File: config.mk
export PLATFORM = sky130hd
export DESIGN_NAME = core_complex
export DESIGN_NICKNAME = d
export VERILOG_FILES = /design/src/design/cc_pkg.sv /design/src/design/offload_demux.sv /design/src/design/rr_arbiter.sv /design/src/design/data_router.sv /design/src/design/core_complex.sv
export SDC_FILE = /design/constraint.sdc
export NUM_CORES = 1
export LEC_CHECK = 0
export ABC_AREA = 1
export BUFFER_PORTS_ARGS = -buffer_cell sky130_fd_sc_hd__buf_2
export CORE_AREA = 2 2 327 329
export DETAILED_ROUTE_END_ITERATION = 12
export DIE_AREA = 0 0 329 331
export GPL_TIMING_DRIVEN = 0
export PLACE_DENSITY_LB_ADDON = 0.1
export SLEW_MARGIN = 5
export SYNTH_ARGS = -nofsm -noshare
export SYNTH_HDL_FRONTEND = slang
export SYNTH_SLANG_ARGS = --single-unit
export TNS_END_PERCENT = 1
File: constraint.sdc
create_clock -name clk_i -period 6.7 [get_ports clk_i]
set_input_delay 1.34 -clock clk_i [delete_from_list [all_inputs] [get_ports clk_i]]
set_output_delay 1.34 -clock clk_i [all_outputs]
set_load 0.05 [all_outputs]
File: src/design/cc_pkg.sv
// ---------------------------------------------------------------------
// Shared widths and stream payloads of the core complex interconnect
// NumAcc must be a power of two and match AccSelWidth
// ---------------------------------------------------------------------

package cc_pkg;

  // Bus widths
  localparam int unsigned AddrWidth = 32;
  localparam int unsigned DataWidth = 32;
  localparam int unsigned IdWidth   = 5;

  // Offload fan-out, selected by the low address bits
  localparam int unsigned NumAcc      = 4;
  localparam int unsigned AccSelWidth = 2;

  // Requesters sharing the data bus (integer core, FP subsystem)
  localparam int unsigned NumReq = 2;

  // ---------------------------------------------------------------------
  // Offload payloads
  // ---------------------------------------------------------------------
  typedef struct packed {
    logic [AddrWidth-1:0] addr;
    logic [IdWidth-1:0]   id;
    logic [31:0]          data_op;
    logic [DataWidth-1:0] data_arga;
  } acc_req_t;

  typedef struct packed {
    logic [IdWidth-1:0]   id;
    logic [DataWidth-1:0] data;
    logic                 error;
  } acc_rsp_t;

  // ---------------------------------------------------------------------
  // Data memory payloads
  // ---------------------------------------------------------------------
  typedef struct packed {
    logic [AddrWidth-1:0] addr;
    logic [DataWidth-1:0] data;
    logic [3:0]           strb;
    logic                 write;
  } dreq_t;

  typedef struct packed {
    logic [DataWidth-1:0] data;
    logic                 error;
  } drsp_t;

endpackage

File: src/design/offload_demux.sv
// ---------------------------------------------------------------------
// Offload request steering, purely combinational
// Port is chosen by the low AccSelWidth bits of the request address
// Select values without a port are never acknowledged
// ---------------------------------------------------------------------
`timescale 1ns/1ns

module offload_demux #(
  parameter int unsigned NumOut = 4
) (
  // Request from the integer core
  input  cc_pkg::acc_req_t    acc_req_i,
  input  logic                acc_qvalid_i,
  output logic                acc_qready_o,
  // Shared payload, one valid per accelerator
  output cc_pkg::acc_req_t    acc_req_o,
  output logic [NumOut-1:0]   acc_qvalid_o,
  input  logic [NumOut-1:0]   acc_qready_i
);

  logic [cc_pkg::AccSelWidth-1:0] sel;

  // Select field sits in the lowest address bits
  assign sel = acc_req_i.addr[cc_pkg::AccSelWidth-1:0];

  // All accelerators see the same payload, only valid is steered
  assign acc_req_o = acc_req_i;

  always_comb begin
    acc_qvalid_o = '0;
    acc_qready_o = 1'b0;
    for (int unsigned k = 0; k < NumOut; k++) begin
      if (sel == cc_pkg::AccSelWidth'(k)) begin
        acc_qvalid_o[k] = acc_qvalid_i;
        acc_qready_o    = acc_qready_i[k];
      end
    end
  end

endmodule

File: src/design/rr_arbiter.sv
// ---------------------------------------------------------------------
// Round-robin valid/ready arbiter with a generic payload type
// Grant is combinational and held while the output is stalled
// Inputs must keep valid high until their transfer
// ---------------------------------------------------------------------
`timescale 1ns/1ns

module rr_arbiter #(
  parameter int unsigned NumInp = 2,
  parameter type         payload_t = logic,
  localparam int unsigned IdxWidth = (NumInp > 1) ? $clog2(NumInp) : 1
) (
  input  logic                     clk_i,
  input  logic                     rst_ni,
  // Competing input streams
  input  payload_t [NumInp-1:0]    inp_data_i,
  input  logic [NumInp-1:0]        inp_valid_i,
  output logic [NumInp-1:0]        inp_ready_o,
  // Merged output stream
  output payload_t                 oup_data_o,
  output logic                     oup_valid_o,
  input  logic                     oup_ready_i,
  output logic [IdxWidth-1:0]      oup_idx_o
);

  logic [IdxWidth-1:0] ptr_q;
  logic [IdxWidth-1:0] lock_idx_q;
  logic                lock_q;
  logic [IdxWidth-1:0] sel_idx;
  logic [IdxWidth-1:0] gnt_idx;
  logic                found;

  // ---------------------------------------------------------------------
  // First valid input at or after the pointer, wrapping around
  // ---------------------------------------------------------------------
  always_comb begin
    int unsigned cand;
    found   = 1'b0;
    sel_idx = ptr_q;
    for (int unsigned i = 0; i < NumInp; i++) begin
      cand = (ptr_q + i) % NumInp;
      if (!found && inp_valid_i[cand]) begin
        found   = 1'b1;
        sel_idx = IdxWidth'(cand);
      end
    end
  end

  // A stalled grant stays put so the payload cannot change under it
  assign gnt_idx     = lock_q ? lock_idx_q : sel_idx;
  assign oup_idx_o   = gnt_idx;
  assign oup_valid_o = lock_q ? inp_valid_i[gnt_idx] : found;
  assign oup_data_o  = inp_data_i[gnt_idx];

  always_comb begin
    inp_ready_o          = '0;
    inp_ready_o[gnt_idx] = oup_ready_i;
  end

  // ---------------------------------------------------------------------
  // Pointer and lock
  // ---------------------------------------------------------------------
  always_ff @(posedge clk_i) begin
    if (rst_ni) begin
      ptr_q      <= '0;
      lock_q     <= 1'b0;
      lock_idx_q <= '0;
    end else if (oup_valid_o && oup_ready_i) begin
      // Next search starts one past the winner
      ptr_q  <= (gnt_idx == IdxWidth'(NumInp - 1)) ? '0 : gnt_idx + 1'b1;
      lock_q <= 1'b0;
    end else if (oup_valid_o) begin
      lock_q     <= 1'b1;
      lock_idx_q <= gnt_idx;
    end
  end

endmodule

File: src/design/data_router.sv
// ---------------------------------------------------------------------
// Address decode to TCDM or SoC with in-order response return
// Up to RespDepth requests in flight; AliasStart must be aligned to
// 2**TcdmAddrWidth. Targets must answer in their own issue order
// ---------------------------------------------------------------------
`timescale 1ns/1ns

module data_router #(
  parameter int unsigned                    RespDepth     = 4,
  parameter int unsigned                    TcdmAddrWidth = 12,
  parameter bit                             AliasEnable   = 1'b1,
  parameter logic [cc_pkg::AddrWidth-1:0]   AliasStart    = 32'h1000_0000,
  localparam int unsigned ReqIdxWidth = (cc_pkg::NumReq > 1) ? $clog2(cc_pkg::NumReq) : 1
) (
  input  logic                           clk_i,
  input  logic                           rst_ni,
  input  logic [cc_pkg::AddrWidth-1:0]   tcdm_base_i,
  // Merged request from the arbiter
  input  cc_pkg::dreq_t                  req_i,
  input  logic                           req_valid_i,
  output logic                           req_ready_o,
  input  logic [ReqIdxWidth-1:0]         req_idx_i,
  // TCDM target
  output cc_pkg::dreq_t                  tcdm_req_o,
  output logic                           tcdm_valid_o,
  input  logic                           tcdm_ready_i,
  input  cc_pkg::drsp_t                  tcdm_rsp_i,
  input  logic                           tcdm_rsp_valid_i,
  output logic                           tcdm_rsp_ready_o,
  // SoC target
  output cc_pkg::dreq_t                  soc_req_o,
  output logic                           soc_valid_o,
  input  logic                           soc_ready_i,
  input  cc_pkg::drsp_t                  soc_rsp_i,
  input  logic                           soc_rsp_valid_i,
  output logic                           soc_rsp_ready_o,
  // Responses back to the requesters
  output cc_pkg::drsp_t                  drsp_o,
  output logic [cc_pkg::NumReq-1:0]      drsp_valid_o,
  input  logic [cc_pkg::NumReq-1:0]      drsp_ready_i
);

  localparam int unsigned PtrWidth = (RespDepth > 1) ? $clog2(RespDepth) : 1;
  localparam int unsigned CntWidth = $clog2(RespDepth + 1);
  localparam int unsigned Hi       = cc_pkg::AddrWidth - 1;

  // Who asked, and which target will answer
  typedef struct packed {
    logic [ReqIdxWidth-1:0] idx;
    logic                   tcdm;
  } ord_t;

  ord_t                fifo_q [RespDepth];
  logic [PtrWidth-1:0] wr_ptr_q;
  logic [PtrWidth-1:0] rd_ptr_q;
  logic [CntWidth-1:0] cnt_q;
  logic                full;
  logic                empty;
  logic                hit_base;
  logic                hit_alias;
  logic                to_tcdm;
  logic                push;
  logic                pop;
  ord_t                head;
  logic                rsp_valid;
  logic                rsp_ready;

  // ---------------------------------------------------------------------
  // Address decode
  // ---------------------------------------------------------------------
  assign hit_base  = req_i.addr[Hi:TcdmAddrWidth] == tcdm_base_i[Hi:TcdmAddrWidth];
  assign hit_alias = AliasEnable && (req_i.addr[Hi:TcdmAddrWidth] == AliasStart[Hi:TcdmAddrWidth]);
  assign to_tcdm   = hit_base || hit_alias;

  assign full  = (cnt_q == CntWidth'(RespDepth));
  assign empty = (cnt_q == '0);

  // Request passes straight through while there is room to track it
  assign tcdm_req_o   = req_i;
  assign soc_req_o    = req_i;
  assign tcdm_valid_o = req_valid_i && !full && to_tcdm;
  assign soc_valid_o  = req_valid_i && !full && !to_tcdm;
  assign req_ready_o  = !full && (to_tcdm ? tcdm_ready_i : soc_ready_i);
  assign push         = req_valid_i && req_ready_o;

  // ---------------------------------------------------------------------
  // Response return, only from the target at the FIFO head
  // ---------------------------------------------------------------------
  assign head      = fifo_q[rd_ptr_q];
  assign rsp_valid = !empty && (head.tcdm ? tcdm_rsp_valid_i : soc_rsp_valid_i);
  assign rsp_ready = drsp_ready_i[head.idx];
  assign drsp_o    = head.tcdm ? tcdm_rsp_i : soc_rsp_i;
  assign pop       = rsp_valid && rsp_ready;

  assign tcdm_rsp_ready_o = !empty && head.tcdm && rsp_ready;
  assign soc_rsp_ready_o  = !empty && !head.tcdm && rsp_ready;

  always_comb begin
    drsp_valid_o           = '0;
    drsp_valid_o[head.idx] = rsp_valid;
  end

  // ---------------------------------------------------------------------
  // Order FIFO
  // ---------------------------------------------------------------------
  always_ff @(posedge clk_i) begin
    if (push) begin
      fifo_q[wr_ptr_q] <= '{idx: req_idx_i, tcdm: to_tcdm};
    end
  end

  always_ff @(posedge clk_i) begin
    if (rst_ni) begin
      wr_ptr_q <= '0;
      rd_ptr_q <= '0;
      cnt_q    <= '0;
    end else begin
      if (push) begin
        wr_ptr_q <= (wr_ptr_q == PtrWidth'(RespDepth - 1)) ? '0 : wr_ptr_q + 1'b1;
      end
      if (pop) begin
        rd_ptr_q <= (rd_ptr_q == PtrWidth'(RespDepth - 1)) ? '0 : rd_ptr_q + 1'b1;
      end
      // Occupancy changes only when one side moves alone
      if (push && !pop) begin
        cnt_q <= cnt_q + 1'b1;
      end else if (pop && !push) begin
        cnt_q <= cnt_q - 1'b1;
      end
    end
  end

endmodule

File: src/design/core_complex.sv
// ---------------------------------------------------------------------
// Offload and data-memory interconnect of the core complex
// Offload requests fan out to NumAcc accelerators; two requesters
// share one data bus decoded to TCDM or SoC
// ---------------------------------------------------------------------
`timescale 1ns/1ns

module core_complex #(
  parameter int unsigned                    RespDepth     = 4,
  parameter int unsigned                    TcdmAddrWidth = 12,
  parameter bit                             AliasEnable   = 1'b1,
  parameter logic [cc_pkg::AddrWidth-1:0]   AliasStart    = 32'h1000_0000
) (
  input  logic                                     clk_i,
  input  logic                                     rst_ni,
  input  logic [cc_pkg::AddrWidth-1:0]             tcdm_base_i,
  // Offload request from the core
  input  cc_pkg::acc_req_t                         acc_req_i,
  input  logic                                     acc_qvalid_i,
  output logic                                     acc_qready_o,
  // Offload requests to the accelerators
  output cc_pkg::acc_req_t                         acc_req_o,
  output logic [cc_pkg::NumAcc-1:0]                acc_qvalid_o,
  input  logic [cc_pkg::NumAcc-1:0]                acc_qready_i,
  // Accelerator responses
  input  cc_pkg::acc_rsp_t [cc_pkg::NumAcc-1:0]    acc_rsp_i,
  input  logic [cc_pkg::NumAcc-1:0]                acc_pvalid_i,
  output logic [cc_pkg::NumAcc-1:0]                acc_pready_o,
  // Merged response to the core
  output cc_pkg::acc_rsp_t                         acc_rsp_o,
  output logic                                     acc_pvalid_o,
  input  logic                                     acc_pready_i,
  // Data requesters
  input  cc_pkg::dreq_t [cc_pkg::NumReq-1:0]       dreq_i,
  input  logic [cc_pkg::NumReq-1:0]                dreq_valid_i,
  output logic [cc_pkg::NumReq-1:0]                dreq_ready_o,
  output cc_pkg::drsp_t                            drsp_o,
  output logic [cc_pkg::NumReq-1:0]                drsp_valid_o,
  input  logic [cc_pkg::NumReq-1:0]                drsp_ready_i,
  // TCDM port
  output cc_pkg::dreq_t                            tcdm_req_o,
  output logic                                     tcdm_valid_o,
  input  logic                                     tcdm_ready_i,
  input  cc_pkg::drsp_t                            tcdm_rsp_i,
  input  logic                                     tcdm_rsp_valid_i,
  output logic                                     tcdm_rsp_ready_o,
  // SoC port
  output cc_pkg::dreq_t                            soc_req_o,
  output logic                                     soc_valid_o,
  input  logic                                     soc_ready_i,
  input  cc_pkg::drsp_t                            soc_rsp_i,
  input  logic                                     soc_rsp_valid_i,
  output logic                                     soc_rsp_ready_o
);

  localparam int unsigned ReqIdxWidth = (cc_pkg::NumReq > 1) ? $clog2(cc_pkg::NumReq) : 1;

  cc_pkg::dreq_t          merged_req;
  logic                   merged_valid;
  logic                   merged_ready;
  logic [ReqIdxWidth-1:0] merged_idx;

  // ---------------------------------------------------------------------
  // Offload path
  // ---------------------------------------------------------------------
  offload_demux #(
    .NumOut (cc_pkg::NumAcc)
  ) u_offload_demux (
    .acc_req_i    (acc_req_i),
    .acc_qvalid_i (acc_qvalid_i),
    .acc_qready_o (acc_qready_o),
    .acc_req_o    (acc_req_o),
    .acc_qvalid_o (acc_qvalid_o),
    .acc_qready_i (acc_qready_i)
  );

  // Response ids identify the source, so the index stays open
  rr_arbiter #(
    .NumInp    (cc_pkg::NumAcc),
    .payload_t (cc_pkg::acc_rsp_t)
  ) u_acc_arb (
    .clk_i       (clk_i),
    .rst_ni      (rst_ni),
    .inp_data_i  (acc_rsp_i),
    .inp_valid_i (acc_pvalid_i),
    .inp_ready_o (acc_pready_o),
    .oup_data_o  (acc_rsp_o),
    .oup_valid_o (acc_pvalid_o),
    .oup_ready_i (acc_pready_i),
    .oup_idx_o   ()
  );

  // ---------------------------------------------------------------------
  // Data path
  // ---------------------------------------------------------------------
  rr_arbiter #(
    .NumInp    (cc_pkg::NumReq),
    .payload_t (cc_pkg::dreq_t)
  ) u_data_arb (
    .clk_i       (clk_i),
    .rst_ni      (rst_ni),
    .inp_data_i  (dreq_i),
    .inp_valid_i (dreq_valid_i),
    .inp_ready_o (dreq_ready_o),
    .oup_data_o  (merged_req),
    .oup_valid_o (merged_valid),
    .oup_ready_i (merged_ready),
    .oup_idx_o   (merged_idx)
  );

  data_router #(
    .RespDepth     (RespDepth),
    .TcdmAddrWidth (TcdmAddrWidth),
    .AliasEnable   (AliasEnable),
    .AliasStart    (AliasStart)
  ) u_data_router (
    .clk_i            (clk_i),
    .rst_ni           (rst_ni),
    .tcdm_base_i      (tcdm_base_i),
    .req_i            (merged_req),
    .req_valid_i      (merged_valid),
    .req_ready_o      (merged_ready),
    .req_idx_i        (merged_idx),
    .tcdm_req_o       (tcdm_req_o),
    .tcdm_valid_o     (tcdm_valid_o),
    .tcdm_ready_i     (tcdm_ready_i),
    .tcdm_rsp_i       (tcdm_rsp_i),
    .tcdm_rsp_valid_i (tcdm_rsp_valid_i),
    .tcdm_rsp_ready_o (tcdm_rsp_ready_o),
    .soc_req_o        (soc_req_o),
    .soc_valid_o      (soc_valid_o),
    .soc_ready_i      (soc_ready_i),
    .soc_rsp_i        (soc_rsp_i),
    .soc_rsp_valid_i  (soc_rsp_valid_i),
    .soc_rsp_ready_o  (soc_rsp_ready_o),
    .drsp_o           (drsp_o),
    .drsp_valid_o     (drsp_valid_o),
    .drsp_ready_i     (drsp_ready_i)
  );

endmodule

After elaboration in Yosys (flattened, before gate mapping)
Memories as Yosys holds them, arrays and structs flattened. A register that Yosys moved wholly into a read port is not among the register bits.
Index checks and enable logic that the tools add are counted.

word-level totals
  output and inout port bits = 328
  flip-flop bits (word level) = 15
  logic and storage cells = 148
  input port bits = 509
  RAM bits = 8
  memories kept = 1

memory list
  name                  words  width  rd ports  clocked after memory_dff  write ports  RTL line           RTL
  u_data_router.fifo_q  4      2      1         1                         1            data_router.sv:53  ord_t fifo_q [RespDepth];

cells by class
  $lt $le $gt $ge = 12
  equal/unequal tests = 9
  $add $sub $neg = 10
  reduce and logical (&&, ||, !) cells = 39
  bitwise operators = 5
  muxes and demuxes = 63

operators with widths
  cell                    count
  $mux W69                2
  $bmux W38 S2            1
  $mux W1                 39
  $mux W38                1
  $mux W33                1
  $logic_and A1 B1 Y1     21
  $eq A20 B17 Y1 const B  1
  $eq A20 B20 Y1          1
  $mux W2                 9
  $lt A2 B3 Y1 const B    5
  $bmux W1 S2             5
  $eq A2 B2 Y1 const B    5
  $logic_not A1 Y1        10
  $add A2 B1 Y2 const B   4
  $lt A1 B2 Y1 const B    4
  $mux W3                 2
  $add A2 B2 Y2 const B   2
  $and A2 B2 Y2           2
  $and A4 B4 Y4           1
  $reduce_and A2 Y1       2
  $reduce_or A2 Y1        2
  $add A3 B1 Y3 const B   1
  $eq A3 B3 Y1 const B    1
  $logic_not A3 Y1        1
  other kinds (11)        15

Longest topological paths before layout
Gate-level depths: netlist of the first run.

  depth after elaboration = 19
  gate-level depth with buffers = 27
  mapped depth without buffers = 26

Hierarchy
Synthesis of the first run repeated with hierarchy kept, for this count alone.

second synthesis, totals
  cells, all modules = 1,187
  area, all modules = 6,697.7 sq um

modules (own cells, without submodules)
  module                   sequential area each (sq um)  instances  area an instance (sq um)  cells each
  data_router              420.4                         1          2,805.2                   461
  rr_arbiter (u_acc_arb)   100.1                         1          1,866.8                   357
  rr_arbiter (u_data_arb)  60.1                          1          1,204.9                   256
  offload_demux            0.0                           1          820.8                     113

Worst setup path after synthesis of the first run
Ideal clock, no wire load.

  kind = input port to output port
  start point = in dreq_valid_i[1] (netlist name)
  end point = out dreq_ready_o[0] (netlist name)
  stages on the path = 17
  setup slack = 1.708 ns
  path buffers = 1
  required time = 5.360 ns
  data arrival time = 3.652 ns
  cells stage by stage = inv_1 > a21oi_1 > nand2_1 > nand2_2 > buf_2 > nand2_1 > nand2_1 > nand2_1 > nand2_1 > nor2_1 > nand2_1 > nor2_1 > nand2_1 > nand2_2 > nand2_1 > nand3_1 > nor2_1

RTL lines
  what                RTL line            RTL
  start: declaration  core_complex.sv:35  input logic [cc_pkg::NumReq-1:0] dreq_valid_i,
  end: declaration    core_complex.sv:36  output logic [cc_pkg::NumReq-1:0] dreq_ready_o,

==> reports/metrics.yaml, run 1 <==
ctsHtreeMaxLevel: 1
area_delta_synth_final_pct: 90.35
drc: 0
dieArea_sq_mm: 0.1089
yosys_warnings: 0
dr.first_iter.drc_count: 342
drt_wl_total_mm: 44.54
layout_common_cells: "buf_2 (745), nand2_1 (527), buf_4 (177), inv_1 (96), a21oi_1 (47)"
grt_overflow: 0
cts_sinks: 25
ant_nets: 0
leakage_nw: 6.536
utilization: 0.1096
final_layout_size_suffix_gt1_frac: 0.5075
clk_path_buf_depth: 2
rsz0062_at_grt: "false"
skew_ns: 0.003549
clk_latency_ns: 0.28
hp-start: "u_data_router.cnt_q[1]$_SDFFE_PP0P_"
powerDensity_mw_per_mm2: 541.8
synthFlopType: "dfxtp_1"
async_flop_share: 0
worstSetupEndpointType: "primary output"
post_cts_resized: 0
dp.cells: 3245
path_clk_slew_ns: 0.08
cts_tree: "done"
worstSetupStartpointType: "primary input"
via_per_inst: 2.962
timing.rr.start: "u_data_arb.lock_q$_SDFFE_PP0N_"
synth_fp_nets: 1649
route.met2.wl_mm: 25.10
globalRouteTotalUtil: 0.07324
stdcell_count: 3252
ios: 837
drv_slew: 0
hpwl_mm: 39.90
rows: 119
synth_top_area_share: 0.3273
syn_avg_cell_area_sq_um: 5.353
cap_violations: 0
worstPathMaxFanout: 10
cp.required_ns: 5.36
numCtsBuffers: 3
fp.dieW_microns: 329
min_delay_path_depth: 2
status: "finished, final reports clean"
gp_congestion: 0.8152
slew_headroom: 0.5041
die_h_microns: 331
hold_violations: 0
ys_types: 37
wl_met3_mm: 3.058
layout.nets: 2379
period_minus_slack_ns: 5.300
cts_setup_buffers: 0
synth-edff-count: 8
rrSetupSlack_ns: 2.89
fmax_mhz: 188.7
ys_ff_latch: 25
final_common_cell: "buf_2"
port_buffers: 725
grt_pass1_wl_mm: 59.34
holdBufCountCts: 0
placed_cell_area_sq_mm: 0.01141
met1Wirelength_mm: 16.01
hold_end: "u_data_router.cnt_q[1]$_SDFFE_PP0P_"
num_vias: 9632
post_drt_wl_per_cell_microns: 13.69
finalPower_mw: 6.232
ys_top_cells_by_area: "nand2_1 (33%), buf_4 (22%), inv_1 (6.0%)"
reg2reg_depth: 22
top_layer_used: "met5"
clock-root-buffer: "clkbuf_16"
grt_max_degree: 17
dp_slack_ns: 1.331
fin_area_sq_mm: 0.01150
syn_inst: 1129
coreArea_sq_mm: 0.1050
finalSetupTns_ns: 0
worstMarginPinSlew_ns: 0.7439
reg2reg_to: "u_data_router.cnt_q[2]$_SDFFE_PP0P_"
setup_viol: 0
hp-class: "reg -> reg"
synth-seq-area-share: 0.09607
synth.cell_area_sq_mm: 0.006043
vdd_drop_max_mv: 0.3670
fin_ws_ns: 1.400
yosysTopAreaCell: "nand2_1"
grt_pass1_vias: 9311
path_class: "in -> out"
drtPass1Iterations: 4
cp.arrival_ns: 3.96
start_util: 0.05757
antenna_found_initial: 8
fin_crit_sh: 0.7911
hold_ws_ns: 0.5048
## how the worst max path moves through the flow
stage | startpoint | end | slack (ns)
after global placement | acc_pvalid_i[2] | acc_rsp_o[9] | 1.30
final | acc_pvalid_i[2] | acc_rsp_o[9] | 1.40
after detailed placement | acc_pvalid_i[3] | acc_rsp_o[9] | 1.33
after CTS | acc_pvalid_i[3] | acc_rsp_o[9] | 1.32
after global routing | acc_pvalid_i[2] | acc_rsp_o[9] | 1.07
after floorplan | dreq_valid_i[1] | dreq_ready_o[0] | 1.71
## per-layer routing
metal  vias up  global-route usage
met1      4325             0.07687
met4         6             0.01062
met5         -                   0
met2       445              0.1490
li1       4839                   -
met3        17             0.01589
## kinds of logic after synthesis
group | Yosys count | share of synthesized area
buf+inv | 321 | 0.3159
simple gates | 653 | 0.4358
compound gates | 116 | 0.1236
flops | 25 | 0.09607
xor+xnor | 2 | 0.002899
fa+ha+maj | 11 | 0.02402
mux | 1 | 0.001656
## flip-flops by register name, summed over array words and instances, names as in the netlist, named ones only
name and flops:
u_data_arb.ptr_q 1, u_data_router.cnt_q 3, u_acc_arb.ptr_q 2, u_data_arb.lock_idx_q 1
u_data_arb.lock_q 1, u_data_router.rd_ptr_q 2, u_acc_arb.lock_q 1, u_acc_arb.lock_idx_q 2
u_data_router.fifo_q 8, u_data_router.wr_ptr_q 2
## critical path: stages
cell and delay [ns]:
buf_2 0.11, inv_1 0.08, o21ai_0 0.13, o21ai_0 0.30, nand3_2 0.15, nor2_2 0.12, nand2_1 0.06, nand2_1 0.08
nand2_2 0.07, nand2_4 0.14, clkbuf_1 0.46, a21oi_1 0.14, a32oi_1 0.42, buf_2 0.36
## report_power, final
part           switching [mW]  total [mW]  internal (mW)
logic                    4.51        5.84           1.34
registers              0.0340       0.232          0.198
clock network          0.0723       0.155         0.0832
## layout make-up
cell class | instances | area (sq um)
Clock inverter | 1 | 8.758
Multi-Input combinational cell | 783 | 3553
Timing Repair Buffer | 725 | 3628
Antenna cell | 3 | 7.507
Buffer | 221 | 1534
Inverter | 100 | 375.4
Fill cell | 12540 | 93470
Clock buffer | 3 | 75.07
Tap cell | 1391 | 1740
Sequential cell | 25 | 580.6
## cells in the mapped netlist, types with 13 or more instances
cell / count
a21oi_1: 47
a32oi_1: 38
buf_2: 20
buf_4: 177
clkbuf_1: 13
dfxtp_1: 17
inv_1: 96
nand2_1: 527
nand3_1: 46
nand3b_1: 14
nor2_1: 43
o21ai_0: 15
Power figures use the tool's default switching activity.
==> run 2: changes to the inputs <==
- CORE_AREA: 2 2 327 329 -> 2 2 324 326
- DIE_AREA: 0 0 329 331 -> 0 0 326 328
- clock period: 6.7 -> 4.85 ns (I/O delays scaled with it)
==> run 2 against run 1 <==
  * Global-route usage is 0.34 points higher
  * Sequential power is 38% higher
  * Clock-buffer cell count stayed put
  * Utilization rose by 0.18 points
  * Setup slack worse by 1.0 ns
  * Combinational power rose by 39%
  * Sequential share of layout area hardly changed
  * Via count down 1.4%
  * Clock power increased by 40%
  * Wire length increased by 0.86%
  * Total power is 39% higher
  * Flip-flop and latch count unchanged
==> reports/metrics.yaml, run 2 (same netlist as run 1, synthesis figures left out) <==
powerDensity_mw_per_mm2: 751.8  # +39%
post_cts_resized: 0  # unchanged
crit_slowest_cell: "a32oi_2"
dieArea_sq_mm: 0.1069  # -1.8%
grt_pass1_vias: 9393  # +0.88%
path_clk_slew_ns: 0.08  # about the same
critPathTopFamily: "buffers and inverters"
largest_register_ffs: 8  # unchanged
fin_crit_sh: 0.9207
hp-start: "u_data_router.cnt_q[1]$_SDFFE_PP0P_"
final_layout_size_suffix_gt1_frac: 0.5086  # +0.001076
path_class: "in -> out"
fmax_mhz: 223.9
worstSetupStartpointType: "primary input"
leakage_nw: 6.540  # about the same
num_vias: 9500  # -1.4%
final_common_cell: "buf_2"
coreArea_sq_mm: 0.1032  # -1.7%
slew_headroom: 0.4971  # -0.007032
holdBufCountCts: 0  # unchanged
cp.arrival_ns: 3.50  # -0.46 ns
clk_path_buf_depth: 2  # unchanged
skew_ns: 0.003827  # +0.0002786 ns
grt_overflow: 0  # unchanged
clk_latency_ns: 0.28  # about the same
hp-class: "reg -> reg"
numCtsBuffers: 3  # unchanged
dr.first_iter.drc_count: 356  # +4.1%
via_per_inst: 2.932  # -1.0%
cp.required_ns: 3.88  # -1.48 ns
layout.nets: 2379  # unchanged
ctsHtreeMaxLevel: 1  # unchanged
rows: 118  # -0.84%
cap_violations: 0  # unchanged
crit_top_cell: "nand2_1"
grt_max_degree: 17  # unchanged
start_util: 0.05856  # +0.0009863
gp_congestion: 0.8293  # +1.7%
drv_slew: 0  # unchanged
largest-register: "u_data_router.fifo_q"
period_minus_slack_ns: 4.466
drt_wl_total_mm: 44.92  # +0.86%
cts_tree: "done"
hpwl_mm: 40.49  # +1.5%
die_h_microns: 328  # -0.91%
layout_common_cells: "buf_2 (745), nand2_1 (527), buf_4 (177), inv_1 (96), a21oi_1 (47)"
worstPathMaxFanout: 10  # unchanged
post_drt_wl_per_cell_microns: 13.86  # +1.2%
finalSetupTns_ns: 0  # unchanged
stdcell_count: 3240  # -0.37%
cts_setup_buffers: 0  # unchanged
crit_start: "acc_pvalid_i[3]"
hold_violations: 0  # unchanged
globalRouteTotalUtil: 0.07666  # +0.003421
fp.dieW_microns: 326  # -0.91%
crit_buf_inv: 5  # +1
path_cells: "buf_2 > nand2_1 > o21ai_0 > o21ai_0 > nand3_2 > o21ai_1 > nand2_1 > nand2_2 > nand2_4 > inv_2 > buf_4 > buf_4 > nand2_1 > a32oi_2 > buf_2"
critical-path-max-stage-delay_ns: 0.35  # -0.11 ns
worstSetupEndpointType: "primary output"
ios: 837  # unchanged
status: "finished, final reports clean"
cts_sinks: 25  # unchanged
grt_pass1_wl_mm: 61.49  # +3.6%
worstMarginPinSlew_ns: 0.7544  # +0.01055 ns
timing.rr.start: "u_data_arb.lock_q$_SDFFE_PP0N_"
vdd_drop_max_mv: 0.3052  # -17%
port_buffers: 725  # unchanged
clock-root-buffer: "clkbuf_16"
drtPass1Iterations: 5  # +1
drc: 0  # unchanged
ant_nets: 0  # unchanged
area_delta_synth_final_pct: 90.23  # about the same
setup_viol: 0  # unchanged
rsz0062_at_grt: "false"
dp.cells: 3234  # -0.34%
antenna_found_initial: 6  # -2
reg_top3: "u_data_router.fifo_q (8), u_data_router.cnt_q (3)"
-- run 2: worst paths after layout --
path	slack, ns	to	cells past startpoint
max	0.38	acc_rsp_o[9]	15
min	0.50	u_data_router.cnt_q[1]$_SDFFE_PP0P_	2
max reg2reg	1.08	u_data_router.cnt_q[2]$_SDFFE_PP0P_	22
min reg2reg	0.50	u_data_router.cnt_q[1]$_SDFFE_PP0P_	2
-- run 2: cell type report --
class | count | area [sq um]
Fill cell | 12320 | 91710
Timing Repair Buffer | 725 | 3628
Multi-Input combinational cell | 783 | 3561
Tap cell | 1380 | 1727
Buffer | 221 | 1535
Sequential cell | 25 | 580.6
Inverter | 100 | 375.4
Clock buffer | 3 | 75.07
Clock inverter | 1 | 8.758
Antenna cell | 2 | 5.005
-- run 2: metrics by stage --
step | hold WS, ns | power (mW) | instance area, sq um | setup WS [ns] | util
2_1_floorplan | 0.4440 | 6.133 | 6043 | 0.5976 | -
6_report | 0.5013 | 8.643 | 11500 | 0.3844 | 0.1114
5_1_grt | 0.5506 | 9.220 | 11490 | 0.01985 | 0.1114
4_1_cts | 0.5077 | 8.772 | 11480 | 0.1201 | 0.1113
3_3_place_gp | 0.4826 | 8.577 | 11400 | 0.1457 | 0.1104
3_5_place_dp | 0.4906 | 8.525 | 11400 | 0.1165 | 0.1104
-- run 2: power breakdown --
part / internal [mW] / switching, mW / leakage, nW
Combinational: 1.85 / 6.25 / 6.28
Clock: 0.115 / 0.102 / 0.0415
Sequential: 0.274 / 0.0469 / 0.217
-- run 2: worst reg2reg max path, stage by stage (launching register included) --
cell     delay (ns)
dfxtp_1        0.35
nand2_1        0.16
buf_1          0.54
nand3_1        0.21
nand2_1        0.17
nand2_1        0.06
nand2_1        0.06
nand2_1        0.05
nor2_1         0.09
nand2_1        0.07
nor2_1         0.17
nand2_1        0.20
nand3_1        0.19
nand4_4        0.20
inv_1          0.12
ha_1           0.14
inv_1          0.07
fa_1           0.45
nor2_1         0.11
nor2_1         0.05
nand2_1        0.08
o21ai_0        0.07
a21oi_1        0.11
-- run 2: per-layer routing --
layer | routed length, microns | share of wire | GRT usage
met4 | 198 | 0.0044 | 0.007313
met2 | 24770 | 0.55 | 0.1530
met1 | 16720 | 0.37 | 0.08272
met5 | 26 | 0.00058 | 0
met3 | 3201 | 0.071 | 0.01902
